==> src/rtl/busPkg.sv <==
// Shared definitions for the AHB-Lite external bus unit
// Bus width, FSM states, AMO opcodes, access sizes and AHB encodings
`default_nettype none

package busPkg;

  // Data and address width, one word per transfer
  localparam int XLEN = 32;

  // HTRANS codes, only single NONSEQ transfers are issued
  localparam logic [1:0] HTRANSIDLE   = 2'b00;
  localparam logic [1:0] HTRANSNONSEQ = 2'b10;

  // Bus FSM states
  // INSTRREADC is an instruction read right behind a data read
  typedef enum logic [2:0] {
    IDLE,
    MEMREAD,
    MEMWRITE,
    INSTRREAD,
    INSTRREADC,
    ATOMICREAD,
    ATOMICWRITE
  } busStateT;

  // AMO opcodes, RISC-V funct5 encoding
  typedef enum logic [4:0] {
    AMOADD  = 5'b00000,
    AMOSWAP = 5'b00001,
    AMOXOR  = 5'b00100,
    AMOOR   = 5'b01000,
    AMOAND  = 5'b01100,
    AMOMIN  = 5'b10000,
    AMOMAX  = 5'b10100,
    AMOMINU = 5'b11000,
    AMOMAXU = 5'b11100
  } amoOpT;

  // Access size, matches the low two bits of HSIZE
  typedef enum logic [1:0] {
    SIZEBYTE = 2'b00,
    SIZEHALF = 2'b01,
    SIZEWORD = 2'b10
  } memSizeT;

endpackage

`default_nettype wire

==> src/rtl/busAccessIf.sv <==
// Data-access control from the bus arbiter to the read-return path
`timescale 1ns/1ps
`default_nettype none

interface busAccessIf
  import busPkg::*;
();

  // Load data on HRDATA is valid this cycle
  logic    captureData;
  // Instruction read sharing the return path with a finished load
  logic    competingRead;

  // Data-phase attributes of the last data access
  logic [1:0] addrLow;
  memSizeT    size;
  logic       unsignedLoad;

  // Arbiter side drives everything
  modport arbiter (
    output captureData,
    output competingRead,
    output addrLow,
    output size,
    output unsignedLoad
  );

  // Read-return side only listens
  modport ret (
    input captureData,
    input competingRead,
    input addrLow,
    input size,
    input unsignedLoad
  );

endinterface

`default_nettype wire

==> src/rtl/busArbiter.sv <==
// Bus arbiter for the AHB-Lite unit
// Data-over-instruction FSM, stall outputs and the AHB address phase
`timescale 1ns/1ps
`default_nettype none

module busArbiter
  import busPkg::*;
(
  input  logic            clk,
  input  logic            reset,
  input  logic            memRead,
  input  logic            memWrite,
  input  logic            atomic,
  input  logic            instrRead,
  input  logic            unsignedLoad,
  input  logic [XLEN-1:0] memAddr,
  input  logic [XLEN-1:0] instrAddr,
  input  memSizeT         memSize,
  input  logic            hready,
  output logic [XLEN-1:0] haddr,
  output logic [2:0]      hsize,
  output logic [1:0]      htrans,
  output logic            hwrite,
  output logic            dataStall,
  output logic            instrStall,
  output logic            grantWrite,
  busAccessIf.arbiter     access
);

  busStateT state;
  busStateT nextState;
  logic     grantData;
  logic     writeNext;

  //////////////////////////////////////////////////////////////////////
  // Bus FSM
  //////////////////////////////////////////////////////////////////////

  always_ff @(posedge clk) begin
    if (reset) begin
      state <= IDLE;
    end else begin
      state <= nextState;
    end
  end

  // Data wins over instructions in IDLE
  // An instruction read on the bus always finishes first
  always_comb begin
    case (state)
      IDLE: begin
        if (atomic)         nextState = ATOMICREAD;
        else if (memRead)   nextState = MEMREAD;
        else if (memWrite)  nextState = MEMWRITE;
        else if (instrRead) nextState = INSTRREAD;
        else                nextState = IDLE;
      end
      // Read half of the AMO, write half follows directly
      ATOMICREAD: begin
        if (!hready) nextState = ATOMICREAD;
        else         nextState = ATOMICWRITE;
      end
      ATOMICWRITE, MEMWRITE: begin
        if (!hready)        nextState = state;
        else if (instrRead) nextState = INSTRREAD;
        else                nextState = IDLE;
      end
      // Load result still pending on the core side
      MEMREAD: begin
        if (!hready)        nextState = MEMREAD;
        else if (instrRead) nextState = INSTRREADC;
        else                nextState = IDLE;
      end
      INSTRREAD, INSTRREADC: begin
        if (!hready) nextState = state;
        else         nextState = IDLE;
      end
      default: nextState = IDLE;
    endcase
  end

  // Stalls follow the state the bus is heading into
  assign dataStall  = (nextState == MEMREAD) || (nextState == MEMWRITE) ||
                      (nextState == ATOMICREAD) || (nextState == ATOMICWRITE);
  assign instrStall = (nextState == INSTRREAD) || (nextState == INSTRREADC);

  //////////////////////////////////////////////////////////////////////
  // AHB address phase
  //////////////////////////////////////////////////////////////////////

  assign grantData = dataStall;
  assign writeNext = (nextState == MEMWRITE) || (nextState == ATOMICWRITE);

  // Instruction fetches are always full words
  assign haddr  = grantData ? memAddr : instrAddr;
  assign hsize  = grantData ? {1'b0, memSize} : {1'b0, SIZEWORD};
  assign htrans = (nextState != IDLE) ? HTRANSNONSEQ : HTRANSIDLE;
  assign hwrite = writeNext;

  // Write data register loads at the write address phase
  assign grantWrite = writeNext;

  //////////////////////////////////////////////////////////////////////
  // Data-phase attributes and read-return control
  //////////////////////////////////////////////////////////////////////

  // Latched when a data address phase is accepted
  always_ff @(posedge clk) begin
    if (grantData && hready) begin
      access.addrLow      <= memAddr[1:0];
      access.size         <= memSize;
      access.unsignedLoad <= unsignedLoad;
    end
  end

  // HRDATA holds the load value on the last data-phase cycle
  assign access.captureData   = hready && ((state == MEMREAD) || (state == ATOMICREAD));
  assign access.competingRead = (state == INSTRREADC);

endmodule

`default_nettype wire

==> src/rtl/amoWriteUnit.sv <==
// AMO ALU and write-data path of the AHB-Lite unit
// Builds HWDATA one cycle after the write address phase
`timescale 1ns/1ps
`default_nettype none

module amoWriteUnit
  import busPkg::*;
(
  input  logic            clk,
  input  logic            reset,
  input  logic [XLEN-1:0] readData,
  input  logic [XLEN-1:0] writeData,
  input  amoOpT           amoOp,
  input  logic            atomic,
  input  logic            grantWrite,
  output logic [XLEN-1:0] hwdata
);

  logic [XLEN-1:0] amoResult;
  logic [XLEN-1:0] storeData;
  logic            amoPhase;

  // AMO ALU, old memory value against the store operand
  always_comb begin
    case (amoOp)
      AMOADD:  amoResult = readData + writeData;
      AMOSWAP: amoResult = writeData;
      AMOXOR:  amoResult = readData ^ writeData;
      AMOOR:   amoResult = readData | writeData;
      AMOAND:  amoResult = readData & writeData;
      // Signed compares
      AMOMIN:  amoResult = ($signed(readData) < $signed(writeData)) ? readData : writeData;
      AMOMAX:  amoResult = ($signed(readData) > $signed(writeData)) ? readData : writeData;
      // Unsigned compares
      AMOMINU: amoResult = (readData < writeData) ? readData : writeData;
      AMOMAXU: amoResult = (readData > writeData) ? readData : writeData;
      default: amoResult = writeData;
    endcase
  end

  // Store word moves into the data phase with the address
  always_ff @(posedge clk) begin
    if (grantWrite) begin
      storeData <= writeData;
    end
  end

  // Marks the coming data phase as the write half of an AMO
  always_ff @(posedge clk) begin
    if (reset) begin
      amoPhase <= 1'b0;
    end else if (grantWrite) begin
      amoPhase <= atomic;
    end
  end

  // The AMO load value lands on the same edge as the write address phase
  // so its result is formed from readData during the data phase
  // Operands are held by the core until the stall drops
  assign hwdata = amoPhase ? amoResult : storeData;

endmodule

`default_nettype wire

==> src/rtl/readReturn.sv <==
// Load return path of the AHB-Lite unit
// Subword extraction, load capture and the competing-read hold
`timescale 1ns/1ps
`default_nettype none

module readReturn
  import busPkg::*;
(
  input  logic            clk,
  input  logic            reset,
  input  logic [XLEN-1:0] hrdata,
  busAccessIf.ret         access,
  output logic [XLEN-1:0] readData
);

  logic [7:0]      byteSel;
  logic [15:0]     halfSel;
  logic [XLEN-1:0] loadValue;
  logic [XLEN-1:0] newData;
  logic [XLEN-1:0] oldData;

  //////////////////////////////////////////////////////////////////////
  // Subword extraction
  //////////////////////////////////////////////////////////////////////

  // Little-endian lanes picked by the data-phase address
  assign byteSel = hrdata[{access.addrLow, 3'b000} +: 8];
  assign halfSel = hrdata[{access.addrLow[1], 4'b0000} +: 16];

  always_comb begin
    case (access.size)
      SIZEBYTE: begin
        if (access.unsignedLoad) loadValue = {{(XLEN-8){1'b0}}, byteSel};
        else                     loadValue = {{(XLEN-8){byteSel[7]}}, byteSel};
      end
      SIZEHALF: begin
        if (access.unsignedLoad) loadValue = {{(XLEN-16){1'b0}}, halfSel};
        else                     loadValue = {{(XLEN-16){halfSel[15]}}, halfSel};
      end
      default: loadValue = hrdata;
    endcase
  end

  //////////////////////////////////////////////////////////////////////
  // Capture registers
  //////////////////////////////////////////////////////////////////////

  // Newest load result
  always_ff @(posedge clk) begin
    if (reset) begin
      newData <= '0;
    end else if (access.captureData) begin
      newData <= loadValue;
    end
  end

  // Copy of the load result that freezes while an instruction read
  // owns the return path, so the fetch cannot disturb the load value
  always_ff @(posedge clk) begin
    if (reset) begin
      oldData <= '0;
    end else if (!access.competingRead) begin
      oldData <= access.captureData ? loadValue : newData;
    end
  end

  assign readData = access.competingRead ? oldData : newData;

endmodule

`default_nettype wire

==> src/rtl/ahbLiteBusUnit.sv <==
// AHB-Lite external bus unit top
// Joins arbiter, AMO write path and load return to the bus pins
`timescale 1ns/1ps
`default_nettype none

module ahbLiteBusUnit
  import busPkg::*;
(
  input  logic            clk,
  input  logic            reset,
  input  logic            memRead,
  input  logic            memWrite,
  input  logic            atomic,
  input  logic            instrRead,
  input  logic            unsignedLoad,
  input  logic            hready,
  input  logic [XLEN-1:0] memAddr,
  input  logic [XLEN-1:0] instrAddr,
  input  logic [XLEN-1:0] writeData,
  input  logic [XLEN-1:0] hrdata,
  input  memSizeT         memSize,
  input  amoOpT           amoOp,
  output logic [XLEN-1:0] haddr,
  output logic [XLEN-1:0] hwdata,
  output logic [XLEN-1:0] readData,
  output logic [XLEN-1:0] instrRData,
  output logic [2:0]      hsize,
  output logic [1:0]      htrans,
  output logic            hwrite,
  output logic            dataStall,
  output logic            instrStall
);

  logic grantWrite;

  // Data-access control toward the return path
  busAccessIf access ();

  busArbiter uArbiter (
    .clk          (clk),
    .reset        (reset),
    .memRead      (memRead),
    .memWrite     (memWrite),
    .atomic       (atomic),
    .instrRead    (instrRead),
    .unsignedLoad (unsignedLoad),
    .memAddr      (memAddr),
    .instrAddr    (instrAddr),
    .memSize      (memSize),
    .hready       (hready),
    .haddr        (haddr),
    .hsize        (hsize),
    .htrans       (htrans),
    .hwrite       (hwrite),
    .dataStall    (dataStall),
    .instrStall   (instrStall),
    .grantWrite   (grantWrite),
    .access       (access.arbiter)
  );

  amoWriteUnit uAmoWrite (
    .clk        (clk),
    .reset      (reset),
    .readData   (readData),
    .writeData  (writeData),
    .amoOp      (amoOp),
    .atomic     (atomic),
    .grantWrite (grantWrite),
    .hwdata     (hwdata)
  );

  readReturn uReadReturn (
    .clk      (clk),
    .reset    (reset),
    .hrdata   (hrdata),
    .access   (access.ret),
    .readData (readData)
  );

  // Fetch data goes straight from the bus to the core
  assign instrRData = hrdata;

endmodule

`default_nettype wire

==> config.mk <==
export PLATFORM = sky130hd
export DESIGN_NAME = ahbLiteBusUnit
export DESIGN_NICKNAME = d
export VERILOG_FILES = /design/src/rtl/busPkg.sv /design/src/rtl/busAccessIf.sv /design/src/rtl/busArbiter.sv /design/src/rtl/amoWriteUnit.sv /design/src/rtl/readReturn.sv /design/src/rtl/ahbLiteBusUnit.sv
export SDC_FILE = /design/constraint.sdc
export NUM_CORES = 1
export LEC_CHECK = 0
export BUFFER_PORTS_ARGS = -buffer_cell sky130_fd_sc_hd__buf_2
export CAP_MARGIN = 15
export CORE_MARGIN = 5
export CORE_UTILIZATION = 40
export CTS_CLUSTER_SIZE = 14
export DETAILED_ROUTE_END_ITERATION = 10
export SLEW_MARGIN = 20
export SYNTH_ARGS = -nofsm -noshare
export SYNTH_HDL_FRONTEND = slang
export SYNTH_SLANG_ARGS = --single-unit
==> constraint.sdc <==
create_clock -name clk -period 18.4 [get_ports clk]
set_clock_uncertainty 0.1 [all_clocks]
set_input_delay 3.68 -clock clk [delete_from_list [all_inputs] [get_ports clk]]
set_output_delay 3.68 -clock clk [all_outputs]
set_load 0.05 [all_outputs]
==> flow_summary_export.csv, run 1 <==
group,metric,value,unit
yosys,synth.distinct_cells,87,
placed_design,gp_congestion,0.914,
timing,finalCritPeriodShare,63.5,%
clock_tree,cts_buffers,9,
min_path,hp-start,"uReadReturn.oldData[7]",
setup_path,timing.rr.end,"uReadReturn.oldData[15]",
global_routing,antenna_found_initial,1,
floorplan,die-height,171,µm
drt,drt_wl_total,39200,µm
clock_tree,cts-resized-gates,0,
yosys,synth_top_family_by_area,"compound AO/OA/AOI/OAI gates",
clock_tree,root_buffer,"clkbuf_16",
floorplan,ios,279,
yosys,netlist_instances,1284,
timing,finalSetupTns,0,ps
global_routing,track_usage,25.9,%
global_routing,grt_overflow_total,0,
drt,dr.pass1.iters,5,
clock_tree,clk_path_buf_depth,2,
yosys,synth_seq_cells,105,
min_path,hold_path_depth,2,
yosys,synthArstFlopShare,0,%
drt,vias_per_cell,5.72,
pwr,power.total,1070,µW
finish,syn_to_final_growth,15.7,%
setup_path,worstPathArrival,7910,ps
yosys,synth-edff-count,37,
floorplan,core-area,25300,µm²
status,status,"completed",
global_routing,grt_max_degree,82,
placed_design,dp_hpwl,29900,µm
drt,vias,10300,
yosys,synth-compound-area-share,25.5,%
pwr,p_seq_share,26.4,%
floorplan,design.die.area,29100,µm²
setup_path,r2r_cells,6,
yosys,synth-simple-area-share,17.9,%
yosys,netlist.area_leader.share,13.2,%
yosys,yosys-top-cells-area,"dfxtp_1 13%, ha_1 12%, edfxtp_1 11%",
drt,final_antenna_net_count,0,
timing,tightest_slew,1210,ps
clock_tree,cts_tree,"done",
timing,report.final.slew_viol_count,0,
timing,slew_headroom,19.5,%
timing,rsz0062_at_grt,"no",
clock_tree,cts_sinks,105,
min_path,min_to,"uReadReturn.oldData[7]",
pwr,clkPwrFrac,18.9,%
clock_tree,cts_hold_buffers,0,
yosys,yosys_warnings,0,
finish,layout-drive-gt1-share,25.8,%
placed_design,placed_cells_incl_taps,1793,
finish,fin_cells,1809,
setup_path,crit_path_max_fanout,16,
finish,finalNetCount,1717,
pwr,power.density,89.8,nW/µm²
yosys,synth_xor_area_share,1.95,%
pwr,p_leak,0.00564,µW
global_routing,grt_first_pass_wirelength,58900,µm
finish,stdcell_area,11900,µm²
drt,drc,0,
placed_design,port_buffers,276,
yosys,yosys.area.top_type,"dfxtp_1",
finish,n_antenna_cell,0,
setup_path,end_kind,"output port",
setup_path,r2r_setup_slack,15570,ps
clock_tree,h-tree-depth,3,
yosys,syn_area_per_cell,8.03,µm²
pwr,p_switching,535,µW
pwr,p_int,537,µW
timing,finalSetupViolCount,0,
setup_path,startpoint_type,"input port",
min_path,hp-class,"flop to flop",
timing,hold_violations,0,
floorplan,start_util,40.8,%
timing,min_period,11690,ps
placed_design,dpl_worst_slack,6870,ps
timing,setup_ws,6710,ps
drt,drtIter0Drc,852,
pwr,pwr-share-comb,54.7,%
drt,wl_per_cell,21.7,µm
timing,fmax,0.0856,GHz
setup_path,path_class,"input port to output port",
clock_tree,postCtsSetupRepairBufs,0,
setup_path,reg2reg_from,"uArbiter.access.addrLow[1]",
clock_tree,clock_latency,370,ps
floorplan,rows,58,
pwr,vdd_drop_max,0.0000769,V
yosys,ys_seq_area_share,24.0,%
yosys,synth_top_flop_cell,"dfxtp_1",
run,drv_cap,0,
floorplan,dieWidth,171,µm
global_routing,grt_pass1_vias,9967,
yosys,syn-cell-area,10300,µm²
setup_path,worstPathRequired,14620,ps
pwr,switching_share,49.9,%
yosys,synth_adder_area_share,12.2,%
placed_design,dpl-instance-area,11600,µm²
yosys,muxShareOfSynthArea,9.19,%
clock_tree,path_clk_slew,80,ps
-- through the flow --
stage               utilization (%)  hold slack, ps
floorplan                         -             349
global placement               46.1             361
detailed placement             46.1             361
CTS                            47.3             377
global route                   47.3             401
finish                         47.3             377
-- layout make-up --
class / count / area [µm²]
Clock inverter: 7 / 72.6
Fill cell: 2602 / 13300
Inverter: 96 / 360
Tap cell: 330 / 413
Clock buffer: 9 / 225
Multi-Input combinational cell: 971 / 6900
Sequential cell: 105 / 2470
Timing Repair Buffer: 291 / 1490
-- layout by cell type (no fill, tap or decap), types with 5 or more instances in the layout --
cell type,netlist,final
inv_1,95,95
nand3_1,12,12
a211oi_1,42,42
clkbuf_16,0,9
or2_2,7,8
o22ai_1,28,28
nand4_1,8,8
a311oi_1,7,7
mux4_2,8,8
buf_4,36,15
o21bai_1,10,10
xnor2_1,20,20
o211a_1,5,5
nand3b_1,17,17
a21oi_1,106,106
o221ai_1,18,18
dfxtp_1,68,68
ha_1,99,98
nor2_1,122,121
o21a_1,5,5
nor2b_1,21,21
nand2b_1,16,16
nor4_1,5,5
nor3_1,16,15
nor3b_1,21,21
buf_2,6,276
mux2_2,34,34
edfxtp_1,37,37
a221oi_1,12,12
a31oi_1,8,8
a21o_1,21,21
mux2i_1,37,37
a221oi_2,5,5
o21ai_0,60,60
nand2_1,114,114
o211ai_1,7,7
-- worst max-delay path: stages --
cell and delay (ps):
buf_2 130, inv_1 70, ha_1 410, nand4_1 210, a2111oi_0 850, o41ai_2 270, a211o_1 390, a22oi_2 910
o221ai_1 270, a21oi_1 210, o21ai_0 100, o211a_1 170, buf_2 220
-- metal layers --
layer / vias up / GRT usage (%) / part of all wire, %
li1: 4979 / - / -
met1: 4918 / 34.0 / 43
met2: 404 / 44.9 / 49
met5: - / 0 / 0.033
met3: 45 / 3.54 / 6.5
met4: 2 / 6.81 / 1.9
-- cells in the mapped netlist, drive strengths merged, types with 18 or more instances --
cell    count
nor2      124
nand2     114
a21oi     107
ha         99
inv        95
dfxtp      68
o21ai      62
clkbuf     60
buf        53
a211oi     44
edfxtp     37
mux2i      37
mux2       35
o22ai      28
a21o       21
nor2b      21
nor3b      21
xnor2      20
o221ai     18
-- kinds of logic after synthesis --
group                    Yosys count
flip-flops                       105
XOR/XNOR                          23
AO/OA/AOI/OAI                    384
multiplexers                      80
other                              1
AND/OR/NAND/NOR                  382
buffers and inverters            209
adder cells (fa/ha/maj)          100
-- registers in the layout, summed over array words and instances, names as in the netlist --
register / cells
uAmoWrite.storeData: 32
uReadReturn.newData: 32
uReadReturn.oldData: 32
uArbiter.state: 3
uArbiter.access.addrLow: 2
uArbiter.access.size: 2
uAmoWrite.amoPhase: 1
uArbiter.access.unsignedLoad: 1
-- power groups by stage --
stage	clock, µW	sequential, µW	combinational (µW)
global route	215	286	628
floorplan	0	281	450
finish	203	283	586
global placement	0	287	583
detailed placement	0	288	585
CTS	208	282	586
-- worst max-delay path by stage --
stage                  start         end  slack (ps)  depth (start not counted)
6_report       writeData[13]  hwdata[16]        6710                         13
5_1_grt         writeData[1]  hwdata[16]        6510                         14
3_5_place_dp   writeData[13]  hwdata[16]        6870                         13
4_1_cts        writeData[13]  hwdata[16]        6840                         13
3_3_place_gp   writeData[13]  hwdata[13]        6900                         12
2_1_floorplan  writeData[29]  hwdata[24]        7480                         12
Power figures use the tool's default switching activity.
==> run 2, diff against run 1 <==
==> constraint.sdc (replaced) <==
create_clock -name clk -period 11.1 [get_ports clk]
set_clock_uncertainty 0.1 [all_clocks]
set_input_delay 2.22 -clock clk [delete_from_list [all_inputs] [get_ports clk]]
set_output_delay 2.22 -clock clk [all_outputs]
set_load 0.05 [all_outputs]
==> flow_summary_export.csv, run 2 (synthesized netlist as in run 1, its figures left out) <==
group,metric,value,unit
status,status,"completed",
global_routing,grt_overflow_total,0,
setup_path,worstPathArrival,6520,ps
floorplan,dieWidth,171,µm
clock_tree,h-tree-depth,3,
timing,hold_violations,0,
drt,wl_per_cell,21.8,µm
clock_tree,cts_sinks,105,
pwr,p_switching,889,µW
floorplan,core-area,25300,µm²
floorplan,rows,58,
drt,final_antenna_net_count,0,
setup_path,r2r_cells,6,
min_path,hold_path_depth,2,
global_routing,grt_first_pass_wirelength,59200,µm
pwr,power.total,1790,µW
pwr,power.density,150,nW/µm²
finish,final_cell_mix,"276 x buf_2, 121 x nor2_1, 113 x nand2_1, 106 x a21oi_1, 98 x ha_1",
finish,layout-drive-gt1-share,25.9,%
timing,rsz0062_at_grt,"no",
drt,vias_per_cell,5.78,
clock_tree,cts_tree,"done",
pwr,p_seq_share,26.1,%
timing,finalSetupTns,0,ps
floorplan,die-height,171,µm
clock_tree,cts_buffers,9,
setup_path,crit_path_max_fanout,35,
finish,top_regs,"uAmoWrite.storeData x32, uReadReturn.newData x32, uReadReturn.oldData x32",
pwr,pwr-share-comb,54.3,%
timing,finalSetupViolCount,0,
finish,syn_to_final_growth,15.9,%
pwr,clkPwrFrac,19.5,%
pwr,p_leak,0.00565,µW
global_routing,antenna_found_initial,2,
clock_tree,root_buffer,"clkbuf_16",
pwr,vdd_drop_max,0.000151,V
setup_path,worstPathRequired,8780,ps
drt,drt_wl_total,39500,µm
clock_tree,cts_hold_buffers,0,
finish,finalNetCount,1718,
floorplan,design.die.area,29100,µm²
floorplan,start_util,40.8,%
timing,slew_headroom,23.1,%
global_routing,track_usage,26.1,%
timing,min_period,8840,ps
placed_design,dp_hpwl,30000,µm
placed_design,port_buffers,276,
timing,tightest_slew,1150,ps
drt,dr.pass1.iters,7,
clock_tree,path_clk_slew,70,ps
pwr,switching_share,49.6,%
timing,report.final.slew_viol_count,0,
pwr,p_int,902,µW
clock_tree,clk_path_buf_depth,2,
finish,final_common_cell,"buf_2",
min_path,hp-class,"flop to flop",
clock_tree,postCtsSetupRepairBufs,0,
floorplan,ios,279,
run,drv_cap,0,
clock_tree,clock_latency,360,ps
setup_path,end_kind,"output port",
setup_path,startpoint_type,"flop",
placed_design,gp_congestion,0.912,
setup_path,path_class,"flop to output port",
drt,vias,10500,
drt,drtIter0Drc,875,
drt,drc,0,
global_routing,grt_pass1_vias,10200,
clock_tree,cts-resized-gates,0,
global_routing,grt_max_degree,69,
timing,finalCritPeriodShare,79.7,%
timing,fmax,0.113,GHz
-- run 2: changes by cell type in the layout (fill, tap and decap cells not counted), sizes merged --
cell,previous run,this run
buf,291,292
clkbuf,9,10
clkinv,4,5
clkinvlp,1,0
diode,0,1
inv,98,97
-- run 2: critical path: stages, from the launching register on --
cell,delay [ps]
dfxtp_1,480
nand2b_1,190
or2_2,360
buf_4,460
mux2i_1,540
inv_1,200
ha_1,400
nand4_1,190
a2111oi_0,800
o41ai_2,280
a211o_1,390
a22oi_2,880
o221ai_1,260
a21oi_1,220
o21ai_0,100
o211a_1,180
buf_2,230
-- run 2: layout make-up --
class | count | area, µm²
fill | 2560 | 13300
multi-input combinational | 971 | 6900
sequential | 105 | 2470
timing repair buffer | 292 | 1500
tap | 330 | 413
inverter | 96 | 360
clock buffer | 10 | 250
clock inverter | 6 | 58.8
antenna | 1 | 2.50
-- run 2: power groups by stage --
stage                     Sequential, µW  Clock (µW)  Combinational [µW]
after floorplan                      466           0                 746
after global placement               476           0                 967
after detailed placement             477           0                 969
after CTS                            468         357                 973
after global routing                 474         370                1040
final                                468         350                 974
-- run 2: metrics by stage --
| step | utilization (%) | hold WS [ps] | cell area [µm²] | cells | worst slack [ps] |
|---|---|---|---|---|---|
| final | 47.4 | 376 | 12000 | 1811 | 2260 |
| after floorplan | - | 349 | 10300 | 1285 | 2960 |
| after global placement | 46.1 | 361 | 11600 | 1794 | 2520 |
| after CTS | 47.3 | 377 | 12000 | 1810 | 2320 |
| after global routing | 47.4 | 398 | 12000 | 1811 | 1940 |
| after detailed placement | 46.1 | 362 | 11600 | 1794 | 2480 |
-- run 2: layer usage --
| metal | routed length (µm) | vias up | global-route usage, % |
|---|---|---|---|
| met3 | 2810 | 49 | 4.09 |
| met1 | 16800 | 4971 | 33.8 |
| met2 | 19100 | 458 | 44.9 |
| met4 | 844 | 2 | 7.47 |
| li1 | - | 4987 | - |
| met5 | 13 | - | 0 |
-- run 2: path summary, 6_finish.rpt --
check	from	to	slack, ps
setup / recovery	uArbiter.state[0]	hwdata[16]	2260
hold / removal	uReadReturn.oldData[7]	uReadReturn.oldData[7]	380
setup reg to reg	uArbiter.access.addrLow[1]	uReadReturn.oldData[15]	8280
hold reg to reg	uReadReturn.oldData[7]	uReadReturn.oldData[7]	380
==> run 3, diff against run 2 <==
==> constraint.sdc (replaced) <==
create_clock -name clk -period 9.2 [get_ports clk]
set_clock_uncertainty 0.1 [all_clocks]
set_input_delay 1.84 -clock clk [delete_from_list [all_inputs] [get_ports clk]]
set_output_delay 1.84 -clock clk [all_outputs]
set_load 0.05 [all_outputs]
==> flow_summary_export.csv, run 3 (synthesized netlist as in run 1, its figures left out) <==
group,metric,value,unit
setup_path,worstPathRequired,7260,ps
timing,setup_ws,1080,ps
global_routing,busiest_layer,"met2",
timing,slew_headroom,26.8,%
global_routing,grt_max_degree,69,
timing,timing.hold.ws,376,ps
timing,rsz0062_at_grt,"no",
timing,min_period,8120,ps
drt,dr.pass1.iters,6,
finish,fillers,2593,
floorplan,design.die.area,29100,µm²
finish,syn_to_final_growth,16.0,%
clock_tree,cts_hold_buffers,0,
drt,wl_per_cell,21.8,µm
drt,vias_per_cell,5.73,
placed_design,dpl_worst_slack,1400,ps
timing,hold_violations,0,
global_routing,use_met3,4.60,%
pwr,power.density,181,nW/µm²
clock_tree,root_buffer,"clkbuf_16",
drt,drt_wl_total,39500,µm
global_routing,grt_first_pass_wirelength,59600,µm
timing,fmax,0.123,GHz
clock_tree,cts_tree,"done",
floorplan,dieWidth,171,µm
finish,final_util,47.4,%
clock_tree,cts-resized-gates,0,
finish,finalNetCount,1716,
placed_design,port_buffers,276,
setup_path,worstPathArrival,6180,ps
floorplan,die-height,171,µm
setup_path,path_class,"flop to output port",
clock_tree,cts_sinks,105,
setup_path,startpoint_type,"flop",
finish,stdcell_area,12000,µm²
global_routing,met2_usage,44.2,%
global_routing,use_met1,34.7,%
drt,drtIter0Drc,865,
clock_tree,cts_buffers,9,
setup_path,crit_path_max_fanout,30,
drt,vias,10400,
finish,top_regs,"uAmoWrite.storeData x32, uReadReturn.newData x32, uReadReturn.oldData x32",
timing,report.final.slew_viol_count,0,
global_routing,grt_overflow_total,0,
status,status,"completed",
min_path,hp-class,"flop to flop",
clock_tree,h-tree-depth,3,
placed_design,dpl-instance-area,11600,µm²
floorplan,core-area,25300,µm²
finish,final_common_cell,"buf_2",
finish,final_cell_mix,"276 x buf_2, 121 x nor2_1, 113 x nand2_1, 106 x a21oi_1, 98 x ha_1",
setup_path,end_kind,"output port",
timing,finalCritPeriodShare,88.3,%
floorplan,rows,58,
pwr,vdd_drop_max,0.000153,V
clock_tree,path_clk_slew,90,ps
clock_tree,clock_latency,360,ps
drt,drc,0,
global_routing,track_usage,26.3,%
floorplan,ios,279,
clock_tree,clk_path_buf_depth,2,
drt,final_antenna_net_count,0,
finish,layout-drive-gt1-share,25.8,%
global_routing,antenna_found_initial,3,
timing,finalSetupTns,0,ps
placed_design,gp_congestion,0.948,
run,drv_cap,0,
timing,finalSetupViolCount,0,
global_routing,grt_pass1_vias,10000,
placed_design,dp_hpwl,30300,µm
pwr,p_leak,0.00564,µW
timing,tightest_slew,1090,ps
floorplan,start_util,40.8,%
clock_tree,postCtsSetupRepairBufs,0,
[run 3: changes by cell type in the layout (fill, tap and decap cells not counted)]
cell / previous run / this run
clkbuf_16: 10 / 9
inv_12: 0 / 1
clkinv_4: 2 / 1
clkinv_8: 1 / 3
inv_6: 1 / 2
diode_2: 1 / 3
inv_8: 1 / 0
ha_2: 1 / 0
buf_4: 16 / 14
clkinv_2: 1 / 0
ha_4: 0 / 1
[run 3: worst max-delay path, stage by stage (launching register included)]
cell and delay [ps]:
dfxtp_1 470, nand2b_1 180, or2_2 580, buf_4 420
mux2i_1 440, inv_1 140, ha_1 450, nand3_1 160
or4_4 590, nor2_4 140, o41ai_2 150, a211oi_4 420
nand2_1 140, nand2_1 640, a221oi_1 230, o21ai_0 210
o211a_1 160, buf_2 250
[run 3: through the flow]
stage	total power [µW]	instances
6_report	2170	1811
5_1_grt	2290	1811
4_1_cts	2170	1808
3_5_place_dp	1750	1792
3_3_place_gp	1740	1792
2_1_floorplan	1460	1285
[run 3: cell type report]
| type | count | area [µm²] | share of cell area, % |
|---|---|---|---|
| Inverter | 96 | 360 | 3.01 |
| Clock buffer | 9 | 225 | 1.88 |
| Timing Repair Buffer | 290 | 1490 | 12.4 |
| Multi-Input combinational cell | 971 | 6910 | 57.8 |
| Clock inverter | 7 | 91.3 | 0.763 |
| Sequential cell | 105 | 2470 | 20.7 |
| Tap cell | 330 | 413 | 3.45 |
| Antenna cell | 3 | 7.51 | 0.0627 |
[run 3: final timing paths]
kind	start	endpoint	slack, ps	depth (start not counted)
min reg2reg	uReadReturn.oldData[1]	uReadReturn.oldData[1]	380	2
min	uReadReturn.oldData[1]	uReadReturn.oldData[1]	380	2
max reg2reg	uArbiter.access.addrLow[1]	uReadReturn.oldData[15]	6400	6
max	uArbiter.state[0]	hwdata[12]	1080	17
[run 3: report_power, final]
part	internal [µW]	switching (µW)	total, µW
sequential	536	31.3	567
combinational	347	832	1180
clock	198	227	425
total	1080	1090	2170
[run 3: routing by layer]
layer,wire length (µm),share of wire [%],vias to the layer above
li1,-,-,4977
met1,16600,42,4900
met2,19100,48,449
met3,2830,7.2,54
met4,970,2.5,0
met5,0,0,-
